<file path="src/led_pkg.sv">
`default_nettype none

package led_pkg;

    // uart bit timing
    localparam int clks_per_bit = 16;                      // clk_in cycles per serial bit
    localparam int baud_bits = $clog2(clks_per_bit);

    // panel geometry
    localparam int panel_rows = 32;
    localparam int panel_cols = 64;
    localparam int row_bits = 5;
    localparam int pix_bits = $clog2(panel_cols);          // pixel index within a line

    // frame buffer
    localparam int line_bytes = 128;                       // two bytes per pixel
    localparam int col_bits = $clog2(line_bytes);
    localparam int ram_addr_bits = 12;
    localparam int ram_data_bits = 8;

    // binary-coded modulation
    localparam int num_planes = 6;
    localparam int plane_bits = $clog2(num_planes);
    localparam int plane_base_cycles = 4;                  // oe cycles of plane 0
    localparam int oe_bits = $clog2(plane_base_cycles) + num_planes;

    // single-character commands
    localparam logic [7:0] cmd_red_on = "R";
    localparam logic [7:0] cmd_red_off = "r";
    localparam logic [7:0] cmd_green_on = "G";
    localparam logic [7:0] cmd_green_off = "g";
    localparam logic [7:0] cmd_blue_on = "B";
    localparam logic [7:0] cmd_blue_off = "b";
    localparam logic [7:0] cmd_plane_first = "1";          // toggles the top plane
    localparam logic [7:0] cmd_plane_last = "6";           // toggles plane 0
    localparam logic [7:0] cmd_planes_off = "0";
    localparam logic [7:0] cmd_planes_on = "9";
    localparam logic [7:0] cmd_line = "L";                 // row byte and line data follow

endpackage

`default_nettype wire

</file>
<file path="src/led_cmd_ctrl.sv">
`timescale 1ns/100ps
`default_nettype none

module led_cmd_ctrl (
    input  logic                               clk_in,
    input  logic                               reset,
    input  logic [7:0]                         rx_data,
    input  logic                               rx_valid,
    output logic [2:0]                         rgb_enable,
    output logic [led_pkg::num_planes-1:0]     brightness_enable,
    output logic                               wr_en,
    output logic [led_pkg::ram_addr_bits-1:0]  wr_addr,
    output logic [led_pkg::ram_data_bits-1:0]  wr_data,
    output logic [7:0]                         lines_loaded
);
    import led_pkg::*;

    typedef enum logic [1:0] {
        st_idle,
        st_row_wait,
        st_line_data
    } cmd_state_t;

    cmd_state_t            state;
    logic [row_bits-1:0]   line_row;
    logic [col_bits-1:0]   col_cnt;
    logic [plane_bits-1:0] plane_sel;
    logic                  is_plane_digit;

    // digit 1 maps to the top plane, digit 6 to plane 0
    assign plane_sel = plane_bits'(cmd_plane_last - rx_data);
    assign is_plane_digit = (rx_data >= cmd_plane_first) && (rx_data <= cmd_plane_last);

    always_ff @(posedge clk_in or posedge reset) begin
        if (reset) begin
            state <= st_idle;
            rgb_enable <= '1;
            brightness_enable <= '1;
            lines_loaded <= '0;
            wr_en <= 1'b0;
            line_row <= '0;
            col_cnt <= '0;
        end else begin
            wr_en <= rx_valid && (state == st_line_data);  // one strobe per data byte
            if (rx_valid) begin
                case (state)
                    st_idle: begin
                        case (rx_data)
                            cmd_red_on:     rgb_enable[0] <= 1'b1;
                            cmd_red_off:    rgb_enable[0] <= 1'b0;
                            cmd_green_on:   rgb_enable[1] <= 1'b1;
                            cmd_green_off:  rgb_enable[1] <= 1'b0;
                            cmd_blue_on:    rgb_enable[2] <= 1'b1;
                            cmd_blue_off:   rgb_enable[2] <= 1'b0;
                            cmd_planes_off: brightness_enable <= '0;
                            cmd_planes_on:  brightness_enable <= '1;
                            cmd_line:       state <= st_row_wait;
                            default: begin
                                if (is_plane_digit) begin
                                    brightness_enable[plane_sel] <= ~brightness_enable[plane_sel];
                                end
                            end
                        endcase
                    end
                    st_row_wait: begin
                        if (rx_data != cmd_line) begin     // repeated L is skipped
                            line_row <= rx_data[row_bits-1:0];
                            col_cnt <= col_bits'(line_bytes - 1);
                            state <= st_line_data;
                        end
                    end
                    st_line_data: begin
                        if (col_cnt == '0) begin
                            state <= st_idle;
                            lines_loaded <= lines_loaded + 1'b1;
                        end else begin
                            col_cnt <= col_cnt - 1'b1;
                        end
                    end
                    default: state <= st_idle;
                endcase
            end
        end
    end

    // counter runs down from 127 so the first byte is pixel 0, high byte
    always_ff @(posedge clk_in) begin
        if (rx_valid && state == st_line_data) begin
            wr_addr <= {line_row, ~col_cnt[col_bits-1:1], col_cnt[0]};
            wr_data <= rx_data;
        end
    end

endmodule

`default_nettype wire

</file>
<file path="config.mk">
export PLATFORM = sky130hd
export DESIGN_NAME = led_cmd_ctrl
export DESIGN_NICKNAME = d
export VERILOG_FILES = /design/src/led_pkg.sv /design/src/led_cmd_ctrl.sv
export SDC_FILE = /design/constraint.sdc
export NUM_CORES = 1
export LEC_CHECK = 0
export ABC_AREA = 1
export BUFFER_PORTS_ARGS = -buffer_cell sky130_fd_sc_hd__buf_2
export CAP_MARGIN = 20
export CORE_MARGIN = 1.5
export CORE_UTILIZATION = 54
export CTS_BUF_LIST = sky130_fd_sc_hd__clkbuf_8 sky130_fd_sc_hd__clkbuf_16
export DETAILED_ROUTE_END_ITERATION = 10
export GPL_TIMING_DRIVEN = 1
export MAX_ROUTING_LAYER = met4
export PLACE_DENSITY = 0.87
export SLEW_MARGIN = 20
export SYNTH_ARGS = -nofsm -noshare
export SYNTH_HDL_FRONTEND = slang
export SYNTH_SLANG_ARGS = --single-unit
</file>
<file path="constraint.sdc">
create_clock -name clk_in -period 2.4 [get_ports clk_in]
set_input_delay 0.12 -clock clk_in [delete_from_list [all_inputs] [get_ports clk_in]]
set_output_delay 0.12 -clock clk_in [all_outputs]
set_load 0.005 [all_outputs]
</file>
* After elaboration in Yosys (flattened, before gate mapping) *
Cells that the tools add are included.

operators by class
  bitwise logic cells = 3
  reduce and logical (&&, ||, !) cells = 19
  eq/ne operators = 16
  muxes and demuxes = 17
  $lt $le $gt $ge = 4
  add/subtract/negate cells = 3

operators by type and width
  kind                                                                          number
  8-bit by 7-bit == test with 1-bit output, second input constant               7
  6-bit one-hot mux with 3 select lines                                         1
  8-bit by 6-bit == test with 1-bit output, second input constant               2
  3-bit AND reduction                                                           5
  7-bit two-way mux                                                             2
  7-bit one-hot mux with 2 select lines                                         1
  4-bit AND reduction                                                           3
  8-bit by 1-bit adder with 8-bit output, second input constant                 1
  8-bit by 6-bit >= comparator with 1-bit output, second input constant         1
  8-bit by 6-bit <= comparator with 1-bit output, second input constant         1
  8-bit by 7-bit != test with 1-bit output, second input constant               1
  2-bit nonzero test                                                            4
  7-bit logical NOT                                                             1
  7-bit OR reduction                                                            1
  7-bit by 1-bit subtractor with 7-bit output, second input constant            1
  6-bit bitwise mux                                                             1
  2-bit two-way mux                                                             3
  6-bit two-way mux                                                             1
  2-bit != test, second input constant                                          3
  6-bit NOT                                                                     1
  1-bit one-hot mux with 2 select lines                                         3
  2-bit one-hot mux with 3 select lines                                         1
  3-bit by 4-bit less-than comparator with 1-bit output, second input constant  1
  1-bit binary-select mux with 3-bit select                                     1
  other kinds (11)                                                              15

word-level totals
  logic and storage cells = 73
  output and inout port bits = 38
  register bits = 52

* Logic depth before layout (Yosys ltp) *
Gate-level depths: netlist of the first run.

  depth after elaboration = 8
  mapped depth = 13
  gate-level depth less buffers = 12

* Least setup slack after synthesis of the first run *
Ideal clock, no wire load.

  path type = reg2reg
  start = reg state[0]
  end = reg lines_loaded[4]
  clock period less this slack = 1,865 ps
  cell stages (with the launch flop) = 9
  data arrival time = 1,744 ps
  library setup time = 120 ps
  required time = 2,280 ps
  slack = 535 ps
  path through = dfrtp_1 > inv_2 > nand2_2 > nor2_2 > nand2_1 > inv_2 > nand2_1 > o21ai_1 > nand2_1

between the ends
  word-level cells in the longest chain between the ends = 2

RTL lines
  item                           line                RTL
  from (decl)                    led_cmd_ctrl.sv:24  cmd_state_t state;
  from (signal assigned)         led_cmd_ctrl.sv:36  state <= st_idle;
  from (signal assigned)         led_cmd_ctrl.sv:57  cmd_line: state <= st_row_wait;
  from (signal assigned)         led_cmd_ctrl.sv:69  state <= st_line_data;
  2-bit == test                  led_cmd_ctrl.sv:46  case (state)
  3-bit AND reduction (no line)  n/a
  to (signal assigned)           led_cmd_ctrl.sv:75  lines_loaded <= lines_loaded + 1'b1;
  to (decl)                      led_cmd_ctrl.sv:14  output logic [7:0] lines_loaded

No other way between the ends.
A chain may end at the register's enable or synchronous reset.

* Worst setup path after layout of the first run *
Same ends and word-level chain as after synthesis.

==> results of run 1 <==
[layout make-up]
type,instances,share of cell area
clock buffers,5,0.0220
clock inverters,3,0.0220
inverters,40,0.0481
multi-input cells,202,0.347
flip-flops and latches,52,0.452
well taps,67,0.0268
repair buffers,50,0.0817
[cell usage after synthesis (2+ instances only)]
| cell | n |
|---|---|
| a21oi_1 | 4 |
| a31oi_1 | 2 |
| buf_2 | 3 |
| dfrtp_1 | 23 |
| dfstp_2 | 9 |
| edfxtp_1 | 20 |
| ha_1 | 7 |
| inv_1 | 32 |
| inv_2 | 7 |
| nand2_1 | 76 |
| nand2_2 | 4 |
| nand3_1 | 13 |
| nand3_2 | 5 |
| nand4_1 | 7 |
| nor2_1 | 33 |
| nor2_2 | 5 |
| nor2_4 | 2 |
| nor3_1 | 3 |
| o21ai_0 | 6 |
| o21ai_1 | 16 |
| xnor2_1 | 5 |
| xor2_1 | 5 |
[power by group]
| part | switching (mW) | internal [mW] |
|---|---|---|
| sequential | 0.0895 | 1.07 |
| clock | 0.295 | 0.420 |
| combinational | 0.302 | 0.176 |
| total | 0.687 | 1.67 |
[metal layers]
metal	up-vias	track usage
li1	1064	-
met1	964	0.255
met2	44	0.407
met3	5	0.0384
met4	0	0.0432
met5	-	-
[per-stage QoR]
stage	total power, mW	util	cells
floorplan	1.51	-	299
global placement	1.63	0.628	411
detailed placement	1.66	0.628	411
CTS	2.37	0.657	419
global route	2.50	0.657	419
finish	2.35	0.657	419
[path summary, 6_finish.rpt]
path                                    startpoint                          end  slack [ns]  cells past startpoint
setup / recovery              state[0]$_DFFE_PP0P_  lines_loaded[4]$_DFFE_PP0P_        0.69                      8
hold / removal                               reset  lines_loaded[2]$_DFFE_PP0P_      -0.002                      2
setup reg to reg              state[0]$_DFFE_PP0P_  lines_loaded[4]$_DFFE_PP0P_        0.69                      8
hold reg to reg            line_row[4]$_DFFE_PP0P_        wr_addr[11]$_DFFE_PP_        0.47                      0
max in group asynchronous                    reset                    async pin        1.65                      3
min in group clk_in                     rx_data[7]         wr_data[7]$_DFFE_PP_        0.02                      1
[logic make-up after synthesis]
kind of cell | after synthesis | share of synthesized area
buf+inv | 45 | 0.0660
compound gates | 32 | 0.0670
flops | 52 | 0.529
fa+ha+maj | 7 | 0.0328
simple gates | 153 | 0.273
xor+xnor | 10 | 0.0328
==> flow_metrics.py, run 1 <==
metrics = {
    "outcome": {
        "outcome": "complete, but fails checks",
        "violations": "hold timing",
    },
    "grt": {
        "grt_pass1_wl_um": 8980,
        "overflow": 0,
        "grt_use_total": 0.222,
        "grt_pass1_vias": 2072,
        "grt_max_degree": 25,
        "antenna_found_initial": 0,
    },
    "sta": {
        "setup_slack_ns": 0.688,
        "max_freq_mhz": 584,
        "drv_slew": 0,
        "min_period_ns": 1.71,
        "finalSetupViolations": 0,
        "grt_setup_unrepaired": "no",
        "skew_ns": 0.00459,
        "tns_ns": 0,
        "slew_headroom": 0.390,
        "fin_crit_sh": 0.713,
        "hold_ws_ns": -0.00217,
        "tightest_slew_ns": 0.915,
        "hold_viol": 3,
    },
    "floorplan": {
        "coreArea_um2": 4750,
        "rows": 25,
        "die_h_um": 73.4,
        "start_util": 0.562,
        "ios": 49,
        "dieArea_um2": 5380,
        "die_x_um": 73.4,
    },
    "clock_network": {
        "cts_tree": "yes",
        "holdBufCountCts": 0,
        "htreeDepth": 2,
        "clock_path_buffers": 2,
        "clock_latency_ns": 0.31,
        "cts_sinks": 52,
        "root_buffer": "clkbuf_8",
        "cts_buffers": 5,
        "post_cts_buffers": 0,
        "cts-resized-gates": 0,
        "clk_pin_slew_worst_paths_ns": 0.09,
    },
    "drt": {
        "wl_um": 5100,
        "wl_met3_um": 185,
        "dr.max_layer_used": "met4",
        "wire_per_inst_um": 12.2,
        "dr.first_iter.drc_count": 139,
        "antenna_left": 0,
        "firstDrtPassIters": 4,
        "drt-met1-wl_um": 2170,
        "num_vias": 2077,
        "met2_length_um": 2690,
        "viasPerCell": 4.96,
        "post-route-drc-count": 0,
    },
    "setup_path": {
        "startpoint_type": "flip-flop",
        "crit_top_cell": "nand2_1",
        "path_delay_family": "simple AND/OR/NAND/NOR gates",
        "cp_max_fo": 9,
        "end_kind": "flip-flop",
        "path_buf_inv": 2,
        "max_stage_delay_ns": 0.40,
        "crit_type": "flip-flop to flip-flop",
        "crit_chain": "inv_2, nand2_2, nor2_2, nand2_1, inv_2, nand2_1, o21ai_1, nand2_1",
        "critPathArrivalTime_ns": 1.91,
        "cp_slowest_cell": "dfrtp_1",
        "worstPathRequired_ns": 2.60,
    },
    "placement": {
        "port_buffers": 48,
        "placed_area_um2": 2990,
        "gp_congestion": 0.926,
        "dp_slack_ns": 0.710,
        "dp_hpwl_um": 3830,
    },
    "synth": {
        "synth_cells": 299,
        "ys_ff_latch": 52,
        "synth.distinct_cells": 34,
        "synth-edff-count": 20,
        "synth_area_per_cell_um2": 8.94,
        "synth_seq_area_share": 0.529,
        "synth_top_area_frac": 0.225,
        "ys.flop_type": "dfrtp_1",
        "synthTopCellsByArea": "edfxtp_1, dfrtp_1, nand2_1, dfstp_2, nor2_1",
        "synth_area_leader_cell": "edfxtp_1",
        "yosys_warnings": 0,
        "syn_area_um2": 2670,
        "ys_async_sr_fraction": 0.615,
        "syn_nets": 317,
    },
    "min_path": {
        "holdCritPathClass": "input port to async pin",
    },
    "cells_and_area": {
        "final-seq-area_um2": 1410,
        "multiInputGateArea_um2": 1080,
        "area_delta_synth_final_pct": 16.9,
        "final_cell_mix": "nand2_1, buf_2, nor2_1",
        "drive_gt1_frac": 0.273,
        "num_antenna_cells": 0,
        "layout.nets": 369,
        "fillers": 413,
        "final_area_um2": 3120,
        "final_common_cell": "nand2_1",
    },
    "pwr": {
        "irDropWorstVdd_mv": 0.386,
        "powerDensity_nw_per_um2": 754,
        "p_leak_nw": 1.50,
    },
    "job": {
        "maxCapViolCount": 0,
    },
}
Note: power is estimated with default switching activity, not from simulation.
==> run 2, diff against run 1 <==
- clock period: 2.4 -> 1.7 ns (I/O delays scaled with it)
==> run 2 against run 1 <==
The run now ends clean. Power rose by 30%. Clock-buffer cell count is the same. Cell area increased by 0.92%. Critical path type is now input port to flip-flop. Highest routed layer unchanged. Worst setup slack got worse by 0.51 ns. Largest power group unchanged. Sequential share of layout area fell by 0.41 points. Final cell count increased by 1.4%. Critical path depth rose by 3. Routed wire length fell by 3.4%.
==> flow_metrics.py, run 2 (synthesized netlist as in run 1, its figures left out) <==
metrics = {
    "outcome": {
        "outcome": "completed",
    },
    "job": {
        "maxCapViolCount": 0,
    },
    "clock_network": {
        "post_cts_buffers": 0,
        "clock_path_buffers": 2,
        "cts_sinks": 52,
        "clock_latency_ns": 0.31,
        "cts_buffers": 5,
        "clk_pin_slew_worst_paths_ns": 0.10,
        "cts_tree": "yes",
        "htreeDepth": 2,
        "root_buffer": "clkbuf_8",
    },
    "min_path": {
        "hold_path_depth": 1,
        "holdCritPathClass": "input port to flip-flop",
    },
    "sta": {
        "finalSetupViolations": 0,
        "setup_slack_ns": 0.180,
        "hold_ws_ns": 0.0151,
        "skew_ns": 0.00771,
        "tightest_slew_ns": 0.416,
        "max_freq_mhz": 658,
        "drv_slew": 0,
        "fin_crit_sh": 0.894,
        "slew_headroom": 0.723,
        "hold_viol": 0,
        "grt_setup_unrepaired": "no",
        "min_period_ns": 1.52,
        "tns_ns": 0,
    },
    "cells_and_area": {
        "drive_gt1_frac": 0.285,
        "final_cell_mix": "nand2_1, buf_2, nor2_1",
        "area_delta_synth_final_pct": 17.9,
        "num_antenna_cells": 0,
        "final_common_cell": "nand2_1",
        "layout.nets": 375,
    },
    "grt": {
        "antenna_found_initial": 0,
        "grt_max_degree": 33,
        "grt_pass1_wl_um": 8540,
        "overflow": 0,
        "grt_pass1_vias": 2011,
        "grt_use_total": 0.209,
    },
    "setup_path": {
        "end_kind": "flip-flop",
        "worstPathRequired_ns": 1.96,
        "critPathArrivalTime_ns": 1.78,
        "r2r_cells": 8,
        "startpoint_type": "input port",
        "cp_max_fo": 8,
        "crit_type": "input port to flip-flop",
    },
    "pwr": {
        "irDropWorstVdd_mv": 0.559,
        "powerDensity_nw_per_um2": 973,
        "p_leak_nw": 1.50,
    },
    "drt": {
        "wire_per_inst_um": 11.6,
        "dr.first_iter.drc_count": 93,
        "wl_um": 4920,
        "post-route-drc-count": 0,
        "viasPerCell": 4.99,
        "num_vias": 2122,
        "firstDrtPassIters": 4,
        "antenna_left": 0,
    },
    "floorplan": {
        "start_util": 0.562,
        "dieArea_um2": 5380,
        "ios": 49,
        "die_h_um": 73.4,
        "rows": 25,
        "coreArea_um2": 4750,
        "die_x_um": 73.4,
    },
    "placement": {
        "gp_congestion": 0.920,
        "port_buffers": 48,
        "dp_slack_ns": 0.117,
        "dp_hpwl_um": 3650,
    },
}
## run 2: cell count changes in the layout (fill, tap and decap cells not counted), sizes merged
cell	previous run	this run
clkinv	1	2
buf	50	52
bufinv	2	0
clkinvlp	0	1
dlygate4sd3	0	4
## run 2: cell type report
class                           count  area (µm²)
Fill cell                         420        1600
Sequential cell                    52        1410
Multi-Input combinational cell    202        1100
Timing Repair Buffer               56         310
Inverter                           40         150
Tap cell                           67        83.8
Clock buffer                        5        68.8
Clock inverter                      3        27.5
## run 2: worst paths after layout
kind,slack (ns),end,startpoint
max,0.18,flip-flop,rx_data[7]
max reg2reg,0.20,col_cnt[5]$_DFFE_PP0P_,col_cnt[0]$_DFFE_PP0P_
max in group asynchronous,0.96,async pin,reset
min reg2reg,0.46,wr_addr[7]$_DFFE_PP_,line_row[0]$_DFFE_PP0P_
min,0.02,wr_data[4]$_DFFE_PP_,rx_data[4]
min in group asynchronous,0.40,lines_loaded[4]$_DFFE_PP0P_,reset
## run 2: timing repair
action	CTS	global route
hold buffers	4	0
hold endpoints to repair	27	0
gates resized for setup	0	4
setup endpoints to repair	0	12
## run 2: worst max-delay path: stages
cell           delay, ns
dlygate4sd3_1       0.53
buf_2               0.14
nor2_2              0.22
nand2_4             0.11
nor2_4              0.23
nor2_8              0.09
nand2_8             0.11
nand2_2             0.06
nor2_1              0.09
nand2_1             0.06
nand2_1             0.06
## run 2: routing by layer
layer  wire (µm)  global-route usage  part of all wire  vias up
met4          25              0.0535            0.0051        0
met3         193              0.0453             0.039        4
li1            -                   -                 -     1081
met5           0                   -                 0        -
met1        2190               0.254              0.45      989
met2        2510               0.355              0.51       48
## run 2: metrics by stage
step / instances / instance area, µm² / util / power (mW)
floorplan: 299 / 2680 / - / 2.14
global placement: 413 / 3010 / 0.632 / 2.31
detailed placement: 413 / 3010 / 0.632 / 2.34
CTS: 425 / 3140 / 0.661 / 3.08
global route: 425 / 3150 / 0.663 / 3.26
finish: 425 / 3150 / 0.663 / 3.07
## run 2: power by group
part | internal (mW) | switching, mW
logic | 0.265 | 0.430
clock network | 0.303 | 0.431
registers | 1.51 | 0.125
