--- src/led_pkg.sv ---
`default_nettype none

package led_pkg;

    // uart bit timing
    localparam int clks_per_bit = 16;                      // clk_in cycles per serial bit
    localparam int baud_bits = $clog2(clks_per_bit);

    // panel geometry
    localparam int panel_rows = 32;
    localparam int panel_cols = 64;
    localparam int row_bits = 5;
    localparam int pix_bits = $clog2(panel_cols);          // pixel index within a line

    // frame buffer
    localparam int line_bytes = 128;                       // two bytes per pixel
    localparam int col_bits = $clog2(line_bytes);
    localparam int ram_addr_bits = 12;
    localparam int ram_data_bits = 8;

    // binary-coded modulation
    localparam int num_planes = 6;
    localparam int plane_bits = $clog2(num_planes);
    localparam int plane_base_cycles = 4;                  // oe cycles of plane 0
    localparam int oe_bits = $clog2(plane_base_cycles) + num_planes;

    // single-character commands
    localparam logic [7:0] cmd_red_on = "R";
    localparam logic [7:0] cmd_red_off = "r";
    localparam logic [7:0] cmd_green_on = "G";
    localparam logic [7:0] cmd_green_off = "g";
    localparam logic [7:0] cmd_blue_on = "B";
    localparam logic [7:0] cmd_blue_off = "b";
    localparam logic [7:0] cmd_plane_first = "1";          // toggles the top plane
    localparam logic [7:0] cmd_plane_last = "6";           // toggles plane 0
    localparam logic [7:0] cmd_planes_off = "0";
    localparam logic [7:0] cmd_planes_on = "9";
    localparam logic [7:0] cmd_line = "L";                 // row byte and line data follow

endpackage

`default_nettype wire

--- src/panel_scan.sv ---
`timescale 1ns/100ps
`default_nettype none

module panel_scan (
    input  logic                               clk_in,
    input  logic                               reset,
    input  logic [2:0]                         rgb_enable,
    input  logic [led_pkg::num_planes-1:0]     brightness_enable,
    output logic [led_pkg::ram_addr_bits-1:0]  rd_addr,
    input  logic [led_pkg::ram_data_bits-1:0]  rd_data,
    output logic                               panel_r,
    output logic                               panel_g,
    output logic                               panel_b,
    output logic                               panel_shift,
    output logic                               panel_latch,
    output logic                               panel_oe,
    output logic [led_pkg::row_bits-1:0]       panel_row
);
    import led_pkg::*;

    typedef enum logic [1:0] {
        st_fetch,
        st_drain,
        st_latch,
        st_display
    } scan_state_t;

    scan_state_t                state;
    logic [row_bits-1:0]        row_cnt;
    logic [plane_bits-1:0]      plane_cnt;
    logic [pix_bits:0]          fetch_idx;             // pixel index and byte phase
    logic [pix_bits-1:0]        shift_cnt;
    logic [oe_bits-1:0]         oe_cnt;
    logic                       rd_pend;
    logic                       rd_pend_lo;
    logic [ram_data_bits-1:0]   hi_byte;
    logic [2*ram_data_bits-1:0] pixel_word;
    logic [num_planes-1:0]      red_ext;
    logic [num_planes-1:0]      green;
    logic [num_planes-1:0]      blue_ext;
    logic                       plane_on;
    logic                       pixel_done;
    logic                       last_shift;

    // high byte is read first in each pair
    assign rd_addr = {row_cnt, fetch_idx[pix_bits:1], ~fetch_idx[0]};
    assign panel_row = row_cnt;

    // 5-6-5 pixel, red and blue lag green by one plane and are 0 on plane 0
    assign pixel_word = {hi_byte, rd_data};
    assign red_ext = {pixel_word[15:11], 1'b0};
    assign green = pixel_word[10:5];
    assign blue_ext = {pixel_word[4:0], 1'b0};

    assign plane_on = brightness_enable[plane_cnt];
    assign pixel_done = rd_pend && rd_pend_lo;             // low byte on rd_data now
    assign last_shift = panel_shift && (shift_cnt == pix_bits'(panel_cols - 1));

    always_ff @(posedge clk_in) begin
        if (rd_pend && !rd_pend_lo) begin
            hi_byte <= rd_data;
        end
    end

    always_ff @(posedge clk_in or posedge reset) begin
        if (reset) begin
            rd_pend <= 1'b0;
            rd_pend_lo <= 1'b0;
            panel_shift <= 1'b0;
            panel_r <= 1'b0;
            panel_g <= 1'b0;
            panel_b <= 1'b0;
            shift_cnt <= '0;
        end else begin
            rd_pend <= (state == st_fetch);
            rd_pend_lo <= fetch_idx[0];
            panel_shift <= pixel_done;
            panel_r <= pixel_done && red_ext[plane_cnt] && rgb_enable[0] && plane_on;
            panel_g <= pixel_done && green[plane_cnt] && rgb_enable[1] && plane_on;
            panel_b <= pixel_done && blue_ext[plane_cnt] && rgb_enable[2] && plane_on;
            if (panel_shift) begin
                shift_cnt <= shift_cnt + 1'b1;             // wraps after the 64th pixel
            end
        end
    end

    always_ff @(posedge clk_in or posedge reset) begin
        if (reset) begin
            state <= st_fetch;
            row_cnt <= '0;
            plane_cnt <= plane_bits'(num_planes - 1);
            fetch_idx <= '0;
            oe_cnt <= '0;
            panel_latch <= 1'b0;
            panel_oe <= 1'b0;
        end else begin
            case (state)
                st_fetch: begin
                    fetch_idx <= fetch_idx + 1'b1;
                    if (fetch_idx == '1) begin
                        state <= st_drain;                 // last read issued
                    end
                end
                st_drain: begin
                    if (last_shift) begin
                        panel_latch <= 1'b1;
                        state <= st_latch;
                    end
                end
                st_latch: begin
                    panel_latch <= 1'b0;
                    panel_oe <= 1'b1;
                    oe_cnt <= oe_bits'((plane_base_cycles << plane_cnt) - 1);
                    state <= st_display;
                end
                st_display: begin
                    if (oe_cnt == '0) begin
                        panel_oe <= 1'b0;
                        state <= st_fetch;
                        if (plane_cnt == '0) begin
                            // next row once the last plane goes dark
                            plane_cnt <= plane_bits'(num_planes - 1);
                            if (row_cnt == row_bits'(panel_rows - 1)) begin
                                row_cnt <= '0;
                            end else begin
                                row_cnt <= row_cnt + 1'b1;
                            end
                        end else begin
                            plane_cnt <= plane_cnt - 1'b1;
                        end
                    end else begin
                        oe_cnt <= oe_cnt - 1'b1;
                    end
                end
                default: state <= st_fetch;
            endcase
        end
    end

endmodule

`default_nettype wire

--- config.mk ---
export PLATFORM = sky130hd
export DESIGN_NAME = panel_scan
export DESIGN_NICKNAME = d
export VERILOG_FILES = /design/src/led_pkg.sv /design/src/panel_scan.sv
export SDC_FILE = /design/constraint.sdc
export NUM_CORES = 1
export LEC_CHECK = 0
export BUFFER_PORTS_ARGS = -buffer_cell sky130_fd_sc_hd__buf_2
export CORE_MARGIN = 4
export CORE_UTILIZATION = 50
export DETAILED_ROUTE_END_ITERATION = 12
export PLACE_DENSITY_LB_ADDON = 0.25
export REMOVE_ABC_BUFFERS = 1
export SLEW_MARGIN = 5
export SYNTH_ARGS = -nofsm -noshare
export SYNTH_HDL_FRONTEND = slang
export SYNTH_SLANG_ARGS = --single-unit
--- constraint.sdc ---
create_clock -name clk_in -period 4.6 [get_ports clk_in]
set_input_delay 0.23 -clock clk_in [delete_from_list [all_inputs] [get_ports clk_in]]
set_output_delay 0.23 -clock clk_in [all_outputs]
set_load 0.02 [all_outputs]
# Yosys cells after proc, flatten, opt, wreduce, memory -nomap -nowiden
# Cells that the tools add are included.
# classes
add_sub_neg	6
magnitude_cmp	1
eq_ne	10
n_shift	1
muxes	20
bitwise	1
reduce_logical	24
# ops
op	count
case mux 8 bit (2 select lines)	1
binary-select mux 1 bit (select 3 bit)	4
logical AND 1 bit	12
zero test 8 bit	1
two-way mux 8 bit	1
case mux 2 bit (4 select lines)	1
AND reduction 2 bit	4
<< shifter 3 x 3 -> 8 bit, first input constant	1
subtractor 8 x 1 -> 8 bit, second input constant	1
subtractor 8 x 2 -> 8 bit, second input constant	1
adder 7 x 1 -> 7 bit, second input constant	1
equality test 7 bit, second input constant	1
adder 6 x 1 -> 6 bit, second input constant	1
equality test 6 bit, second input constant	1
two-way mux 1 bit	6
two-way mux 2 bit	3
inequality test 2 bit, second input constant	3
AND reduction 3 bit	2
adder 5 x 1 -> 5 bit, second input constant	1
equality test 5 bit, second input constant	1
two-way mux 5 bit	1
equality test 2 bit, second input constant	2
< comparator 3 x 4 -> 1 bit, second input constant	1
case mux 1 bit (2 select lines)	2
other kinds (9)	10
# word_totals
ff_bits	47
inputBits	19
output_inout_bits	23
wordCells	78

# Longest topological paths before layout
# Gate-level depths: netlist (run 1).
# depth
depth_word	5
mapped_depth	8
mapped_depth_nobuf	7

# Least setup slack after synthesis (run 1)
# Ideal clock, no wire load.
# synth_path
path_type	reg-to-reg
startpoint	register oe_cnt[0]
endpoint	register state[1]
setup_time_ns	0.125
arrival_ns	1.659
required_ns	4.475
setup_slack_ns	2.817
path_stages_with_launch	7
path_buffers	0
synth_period_minus_slack_ns	1.783
path_cell_list	dfrtp_1 > inv_1 > ha_1 > or3b_2 > o21ai_4 > nand3_2 > mux2_2
# synth_between
elab_chain_cells	3
# synth_lines
item	line	source
from (decl)	panel_scan.sv:33	logic [oe_bits-1:0] oe_cnt;
from (signal assigned)	panel_scan.sv:113	oe_cnt <= oe_bits'((plane_base_cycles << plane_cnt) - 1);
from (signal assigned)	panel_scan.sv:132	oe_cnt <= oe_cnt - 1'b1;
zero test 8 bit	panel_scan.sv:117	if (oe_cnt == '0) begin
inequality test 2 bit (no source line)	n/a	
AND reduction 3 bit (no source line)	n/a	
to (signal assigned)	panel_scan.sv:114	state <= st_display;
to (signal assigned)	panel_scan.sv:119	state <= st_fetch;
to (signal assigned)	panel_scan.sv:135	default: state <= st_fetch;
to (decl)	panel_scan.sv:28	scan_state_t state;
# Every way passes these cells.
# A chain may end at the register's enable or synchronous reset.

# Worst setup path after layout (run 1)
# layout_path
startpoint	register plane_cnt[1]
endpoint	register oe_cnt[6]
# layout_between
elab_chain_cells	3
# layout_lines
item	line	source
from (decl)	panel_scan.sv:30	logic [plane_bits-1:0] plane_cnt;
from (signal assigned)	panel_scan.sv:91	plane_cnt <= plane_bits'(num_planes - 1);
from (signal assigned)	panel_scan.sv:122	plane_cnt <= plane_bits'(num_planes - 1);
from (signal assigned)	panel_scan.sv:129	plane_cnt <= plane_cnt - 1'b1;
<< shifter 3 x 3 -> 8 bit	panel_scan.sv:113	
subtractor 8 x 2 -> 8 bit	panel_scan.sv:113	
case mux 8 bit (2 select lines)	panel_scan.sv:97	case (state)
# Every way passes these cells.

==> impl_results.md, run 1 <==
- Overall via count from detail_route: around 1800
- Overall routing resource usage: ~16%
- Total count of max-transition violations in the final report: 0
- Crit path capture type: register
- Starting DRT DRC Count: ~110
- Overall overflow remaining after global route: 0
- Pin count of the biggest net entering global routing: 40
- Estimated wirelength of the detail-placed design: around 3.2 mm
- Area enclosed by the die boundary: around 6200 um2
- Num rows: 25
- Internal cell power: 538 uW
- Overall power: 692 uW
- Slew @ Worst Pin: approximately 680 ps
- EDFF count, synth: 8
- # hold bufs at CTS: 0
- IO Count: 42
- Fmax: a little over 0.5 GHz
- Total number of yosys warnings: 0
- GPL Wtd Cong: between 0.7 and 0.8
- Setup repair after global routing missed its margin: false
- Input/output buffers: between 40 and 50
- Final critical path time including I/O delays and setup: 1980 ps
- Tcrit/Tclk final: 43.1%
- Final #Nets: 300
- Slowest cell on crit path: sky130_fd_sc_hd__dfrtp_1
- Inserted Clock Buffers: 5
- Number of buffers inserted to repair setup after CTS: 0
- Worst vdd ir: around 0.17 mV
- Number of antenna repair diodes: 0
- Power share of the combinational group: about 2.8%
- Cell type contributing the most total cell area after synthesis: sky130_fd_sc_hd__dfrtp_1
- Floorplan core area: 4820 um2
- Initial standard-cell utilization of the core: between 50% and 60%
- Synthesis-stage register bit count: between 40 and 50
- Critical Path RT: 4830 ps
- Clock latency on the worst-skew pair: roughly 300 ps
- Antenna Nets Post-Route: 0
- Drc violations: 0
- Kind of start point of the critical path: register
- Clock Tree Buf Depth: 2
- Wire length of the first global-routing pass: slightly below 8 mm
- Crit path buf inv count: 1
- Synth Instances: 242
- Predominant post-synthesis flop cell: sky130_fd_sc_hd__dfrtp_1
- Synth async-reset ratio: between 80% and 90%
- Crit Path Class: register to register
- Outcome: completed
- Hold Vio Cnt, Final: 0
- Area contributors post-synth: sky130_fd_sc_hd__dfrtp_1, sky130_fd_sc_hd__edfxtp_1, sky130_fd_sc_hd__ha_1, sky130_fd_sc_hd__buf_4, sky130_fd_sc_hd__xnor2_1
- Portion of total power attributed to the clock network: 36.1%
- Switching Fraction: between 20 and 25%
- Via density per instance: between 5 and 6
- Worst slew margin relative to its limit: 54.3%
- Number of different library cells in the post-synthesis netlist: between 50 and 60
- Largest delay contributor family on the critical path: flip-flops
- Syn Std Cell Area: approximately 2500 um2
- Via count of the first global-routing pass: 1700
- Register share of total power: between 60% and 70%
- Initial DRT Pass Iterations: 4
- Setup Viol. Count Final: 0
- Routed wire length per instance: roughly 13 um
- Ordered list of cells on the worst path: nor3_1 -> inv_1 -> ha_1 -> nor3_1 -> a21oi_1 -> o21a_1 -> a31oi_1
- Top cell type's share of synthesized area: ~37%
- Top cell by count, worst path: sky130_fd_sc_hd__nor3_1
- Clock-pin transition on the worst setup and hold timing paths: ~90 ps
- Die Ht: about 79 um
- Setup TNS after final layout: 0 ps
- Path type of the worst min-delay path: input pin to async pin
- Setup skew after layout: between 4 and 5 ps
- Reported max-cap violation count: 0
- Part of the Yosys area used for sequential elements: 48.3%
- Routed wire length: about 4.5 mm
- Number of sinks handled by clock tree synthesis: 47
- Pwr per Cell Area: between 200 and 250 nW/um2
- Crit-path max FO: 22
- Number of gates resized after CTS: 0
- Average instance area after synthesis: ~10 um2
- Clock Root Buffer: sky130_fd_sc_hd__clkbuf_8
- Die width: between 70 and 80 um
- Arrival time at the worst endpoint: between 2000 and 2500 ps
- Fraction of layout instances using a drive strength above 1: approximately a quarter
- Net Switching: ~150 uW
- Antenna violations before repair: 0
- Critical Path Max Stage Delay: 630 ps
- Post-synthesis to final-layout area growth: 10.3%
- Leakage component of the power: approximately 1.3 nW
- Clock tree from TritonCTS: built
- H-tree depth: 2
==> cells in the final DEF, fill, tap and decap left out, types with 4 or more instances in the layout <==
cell and n:
sky130_fd_sc_hd__a21oi_1 10, sky130_fd_sc_hd__a31oi_1 4, sky130_fd_sc_hd__buf_2 41, sky130_fd_sc_hd__clkbuf_8 5, sky130_fd_sc_hd__dfrtp_1 37, sky130_fd_sc_hd__edfxtp_1 8
sky130_fd_sc_hd__ha_1 11, sky130_fd_sc_hd__inv_1 14, sky130_fd_sc_hd__mux2_2 6, sky130_fd_sc_hd__mux2i_1 5, sky130_fd_sc_hd__nand2_1 15, sky130_fd_sc_hd__nand2b_1 6
sky130_fd_sc_hd__nand3_1 4, sky130_fd_sc_hd__nand4_1 5, sky130_fd_sc_hd__nor2_1 13, sky130_fd_sc_hd__nor3_1 10, sky130_fd_sc_hd__o21ai_0 13, sky130_fd_sc_hd__xnor2_1 9
sky130_fd_sc_hd__xor2_1 5
==> path summary, 6_finish.rpt <==
check	start	to	slack, ps	cells after the start
worst max-delay path	plane_cnt[1]	oe_cnt[6]	2620	7
worst min-delay path	reset	panel_shift	40	3
worst max register to register	plane_cnt[1]	oe_cnt[6]	2620	7
worst min register to register	shift_cnt[5]	shift_cnt[5]	470	1
max in group asynchronous	reset	plane_cnt[2]	4200	3
min in group clk_in	rd_data[5]	hi_byte[5]	120	1
==> cell type report <==
class / count / area, um2
inverter: 14 / 52.6
fill: 428 / 2030
clock inverter: 3 / 18.8
sequential: 47 / 1220
multi-input combinational: 160 / 1130
clock buffer: 5 / 68.8
timing repair buffer: 42 / 213
tap: 67 / 83.8
==> per-layer routing <==
layer | vias up | track usage [%] | routed length (um)
met5 | - | 0 | 0
met4 | 0 | 5.84 | 53
met3 | 5 | 2.95 | 186
met2 | 37 | 25.3 | 2140
met1 | 855 | 21.5 | 2150
li1 | 911 | - | -
==> state kept, by name, indices dropped and copies added (netlist names) <==
name / count
panel_g: 1
rd_pend: 1
panel_r: 1
panel_b: 1
fetch_idx: 7
plane_cnt: 3
rd_pend_lo: 1
panel_shift: 1
hi_byte: 8
oe_cnt: 8
panel_latch: 1
state: 2
panel_row: 5
panel_oe: 1
shift_cnt: 6
==> Yosys cell counts, types with 6 or more instances <==
library cell / number
sky130_fd_sc_hd__nand2_1: 15
sky130_fd_sc_hd__nand2b_1: 6
sky130_fd_sc_hd__clkbuf_1: 7
sky130_fd_sc_hd__edfxtp_1: 8
sky130_fd_sc_hd__o21ai_0: 13
sky130_fd_sc_hd__xnor2_1: 9
sky130_fd_sc_hd__nor3_1: 10
sky130_fd_sc_hd__a21oi_1: 10
sky130_fd_sc_hd__buf_4: 11
sky130_fd_sc_hd__inv_1: 14
sky130_fd_sc_hd__dfrtp_1: 37
sky130_fd_sc_hd__mux2_2: 6
sky130_fd_sc_hd__nor2_1: 13
sky130_fd_sc_hd__ha_1: 11
==> power by group through the flow <==
stage / Clock [mW] / Combinational (mW) / Sequential (mW)
6_report: 0.250 / 0.0195 / 0.423
5_1_grt: 0.278 / 0.0229 / 0.423
4_1_cts: 0.258 / 0.0205 / 0.423
3_5_place_dp: 0 / 0.0204 / 0.431
3_3_place_gp: 0 / 0.0201 / 0.431
2_1_floorplan: 0 / 0.00795 / 0.432
==> tightest hold or removal path: stages <==
cell and delay [ps]:
sky130_fd_sc_hd__buf_2 100, sky130_fd_sc_hd__inv_1 40, sky130_fd_sc_hd__buf_4 410
==> kinds of logic after synthesis <==
group	after synthesis	share of synthesized area (%)
buffers and inverters	35	6.99
flip-flops	47	48.3
adder cells (fa/ha/maj)	11	5.45
multiplexers	11	4.66
XOR/XNOR	14	4.86
AND/OR/NAND/NOR	71	15.5
AO/OA/AOI/OAI	53	14.3
==> stage by stage <==
stage                     util, %  instance area [um2]  setup slack [ps]  hold slack, ps  cells
after CTS                    57.8                 2780              2580            59.8    338
after global routing         57.8                 2780              2420            88.2    338
after global placement       56.0                 2700              2660             372    330
after floorplan                 -                 2400              2820             329    221
final                        57.8                 2780              2620            39.3    338
after detailed placement     56.0                 2700              2600             388    330
Note: power is estimated with default switching activity, not from simulation.
==> run 2: changes to the inputs <==
==> constraint.sdc (replaced) <==
create_clock -name clk_in -period 1.59 [get_ports clk_in]
set_input_delay 0.0795 -clock clk_in [delete_from_list [all_inputs] [get_ports clk_in]]
set_output_delay 0.0795 -clock clk_in [all_outputs]
set_load 0.02 [all_outputs]
==> run 2 against run 1 <==
Net effect:
- the run now ends with negative setup slack left
- sequential power grew to 2.9 times the previous value
- final cell count rose by 16%
- worst hold slack got worse by 17 ps
- largest cell class is now multi-input combinational cells
- total power grew to 3.0 times the previous value
- clock-buffer cell count rose by 2
- fmax rose by 22%
- worst setup slack got worse by 2700 ps
==> impl_results.md, run 2 (synthesis gave the netlist of run 1 again) <==
- Slew @ Worst Pin: 495 ps
- Initial DRT Pass Iterations: 4
- Violated checks: negative setup slack
- Tcrit/Tclk final: 102%
- Post-synthesis to final-layout area growth: 33.8%
- Floorplan core area: 4820 um2
- Depth of the worst register-to-register path: 4
- Die width: about 79 um
- Worst vdd ir: 0.613 mV
- Critical Path RT: around 1800 ps
- H-tree depth: 2
- Leading cell type in the layout, fill and taps excluded: sky130_fd_sc_hd__buf_2
- Reported max-cap violation count: 0
- Crit-path max FO: 3
- Final #Nets: 354
- Last element of the critical path: state[1]
- Count of fill cells added during filler insertion: 382
- Fmax: 0.614 GHz
- Initial standard-cell utilization of the core: about 52%
- Area of all placed cells without fillers: about 3400 um2
- Placed inst area: roughly 3000 um2
- Overall overflow remaining after global route: 0
- Commonest cells after routing, fill and taps aside: sky130_fd_sc_hd__buf_2, sky130_fd_sc_hd__buf_4, sky130_fd_sc_hd__dfrtp_1, sky130_fd_sc_hd__nand2_1, sky130_fd_sc_hd__nor2_1
- Number of sinks handled by clock tree synthesis: 47
- Critical register-to-register path endpoint: state[1]
- Setup skew after layout: approximately 7.4 ps
- Starting DRT DRC Count: roughly 110
- Clock latency on the worst-skew pair: 300 ps
- GPL Wtd Cong: a little under 0.9
- Clock Tree Buf Depth: 2
- Die Ht: a little under 80 um
- Number of antenna repair diodes: 0
- Crit path capture type: register
- Clock-pin transition on the worst setup and hold timing paths: about 90 ps
- Wire length of the first global-routing pass: just over 9 mm
- Fraction of layout instances using a drive strength above 1: 40.0%
- Antenna Nets Post-Route: 0
- Area enclosed by the die boundary: approximately 6200 um2
- Largest registers: hi_byte: 8 flops, oe_cnt: 8 flops, fetch_idx: 7 flops
- Clock tree from TritonCTS: built
- Inserted Clock Buffers: 5
- Routed wire length: 5.56 mm
- Setup TNS after final layout: -39.0 ps
- Register-to-register setup slack: -40 ps
- Hold Vio Cnt, Final: 0
- Via density per instance: 5.17
- Worst setup slack after layout: -39.0 ps
- Drc violations: 0
- IO Count: 42
- Estimated wirelength of the detail-placed design: ~3.8 mm
- Total count of max-transition violations in the final report: 0
- Via count of the first global-routing pass: 2050
- Routed wire length per instance: 14.2 um
- Final critical path time including I/O delays and setup: roughly 1600 ps
- Critical path launch point: oe_cnt[5]
- Overall routing resource usage: a little under a fifth
- Worst slew margin relative to its limit: 67.0%
- Setup repair after global routing missed its margin: true
- Overall via count from detail_route: roughly 2000
- Num rows: 25
- Clock Root Buffer: sky130_fd_sc_hd__clkbuf_8
- Antenna violations before repair: 0
- Outcome: finished with violations
- Crit Path Class: register to register
- Arrival time at the worst endpoint: between 1500 and 2000 ps
- Input/output buffers: between 40 and 50
- Reg-to-Reg Start: oe_cnt[5]
- Overall power: just over 2 mW
- Kind of start point of the critical path: register
- Pre-CTS setup slack: -172 ps
- Pwr per Cell Area: 610 nW/um2
- Min Hold Slack: ~22 ps
- Pin count of the biggest net entering global routing: 40
- Setup Viol. Count Final: 1
- Path type of the worst min-delay path: input pin to register
- Leakage component of the power: about 1.5 nW
run 2: cell count changes in the layout (fill, tap and decap cells not counted), sizes merged:
cell | before | now
clkinv | 2 | 0
clkbuf | 5 | 7
buf | 42 | 85
dlygate4sd3 | 0 | 11
run 2: stage by stage:
step | std cells | util (%)
floorplan | 221 | -
global placement | 367 | 62.0
detailed placement | 367 | 62.0
CTS | 390 | 67.5
global route | 392 | 70.1
finish | 392 | 70.1
run 2: layer usage:
| metal | global-route usage (%) | part of all wire (%) |
|---|---|---|
| met1 | 23.7 | 44 |
| met5 | 0 | 0 |
| met2 | 31.6 | 51 |
| met3 | 3.06 | 3.7 |
| met4 | 4.64 | 1.1 |
run 2: final cells by class:
| class | count | area (um2) | share of cell area (%) |
|---|---|---|---|
| clock buffer | 7 | 86.3 | 2.56 |
| clock inverter | 1 | 8.76 | 0.259 |
| inverter | 14 | 52.6 | 1.56 |
| multi-input combinational | 160 | 1260 | 37.2 |
| sequential | 47 | 1220 | 36.1 |
| tap | 67 | 83.8 | 2.48 |
| timing repair buffer | 96 | 669 | 19.8 |
run 2: where the power goes:
| group | internal [mW] | switching (mW) |
|---|---|---|
| clock | 0.360 | 0.395 |
| combinational | 0.0410 | 0.0393 |
| sequential | 1.22 | 0.000147 |
| total | 1.62 | 0.434 |
run 2: worst min path at each step:
stage | start | endpoint | slack (ps) | cells past startpoint
after floorplan | rd_data[0] | hi_byte[0] | 180 | 0
after global placement | reset | panel_latch | 220 | 3
after detailed placement | reset | panel_b | 230 | 3
after CTS | rgb_enable[0] | panel_r | 10 | 3
after global routing | rgb_enable[0] | panel_r | 60 | 3
final | rgb_enable[0] | panel_r | 20 | 3
run 2: critical path, stage by stage (launching register included):
cell	delay, ps
sky130_fd_sc_hd__dfrtp_1	410
sky130_fd_sc_hd__or4_4	560
sky130_fd_sc_hd__o21ai_4	190
sky130_fd_sc_hd__nand3_2	90
sky130_fd_sc_hd__mux2_2	280
run 2: repair_timing:
item	CTS	global route
hold endpoints to repair	47	0
pin swaps	3	5
setup buffers	4	2
hold buffers	11	0
setup endpoints to repair	11	13
gates resized for setup	9	25
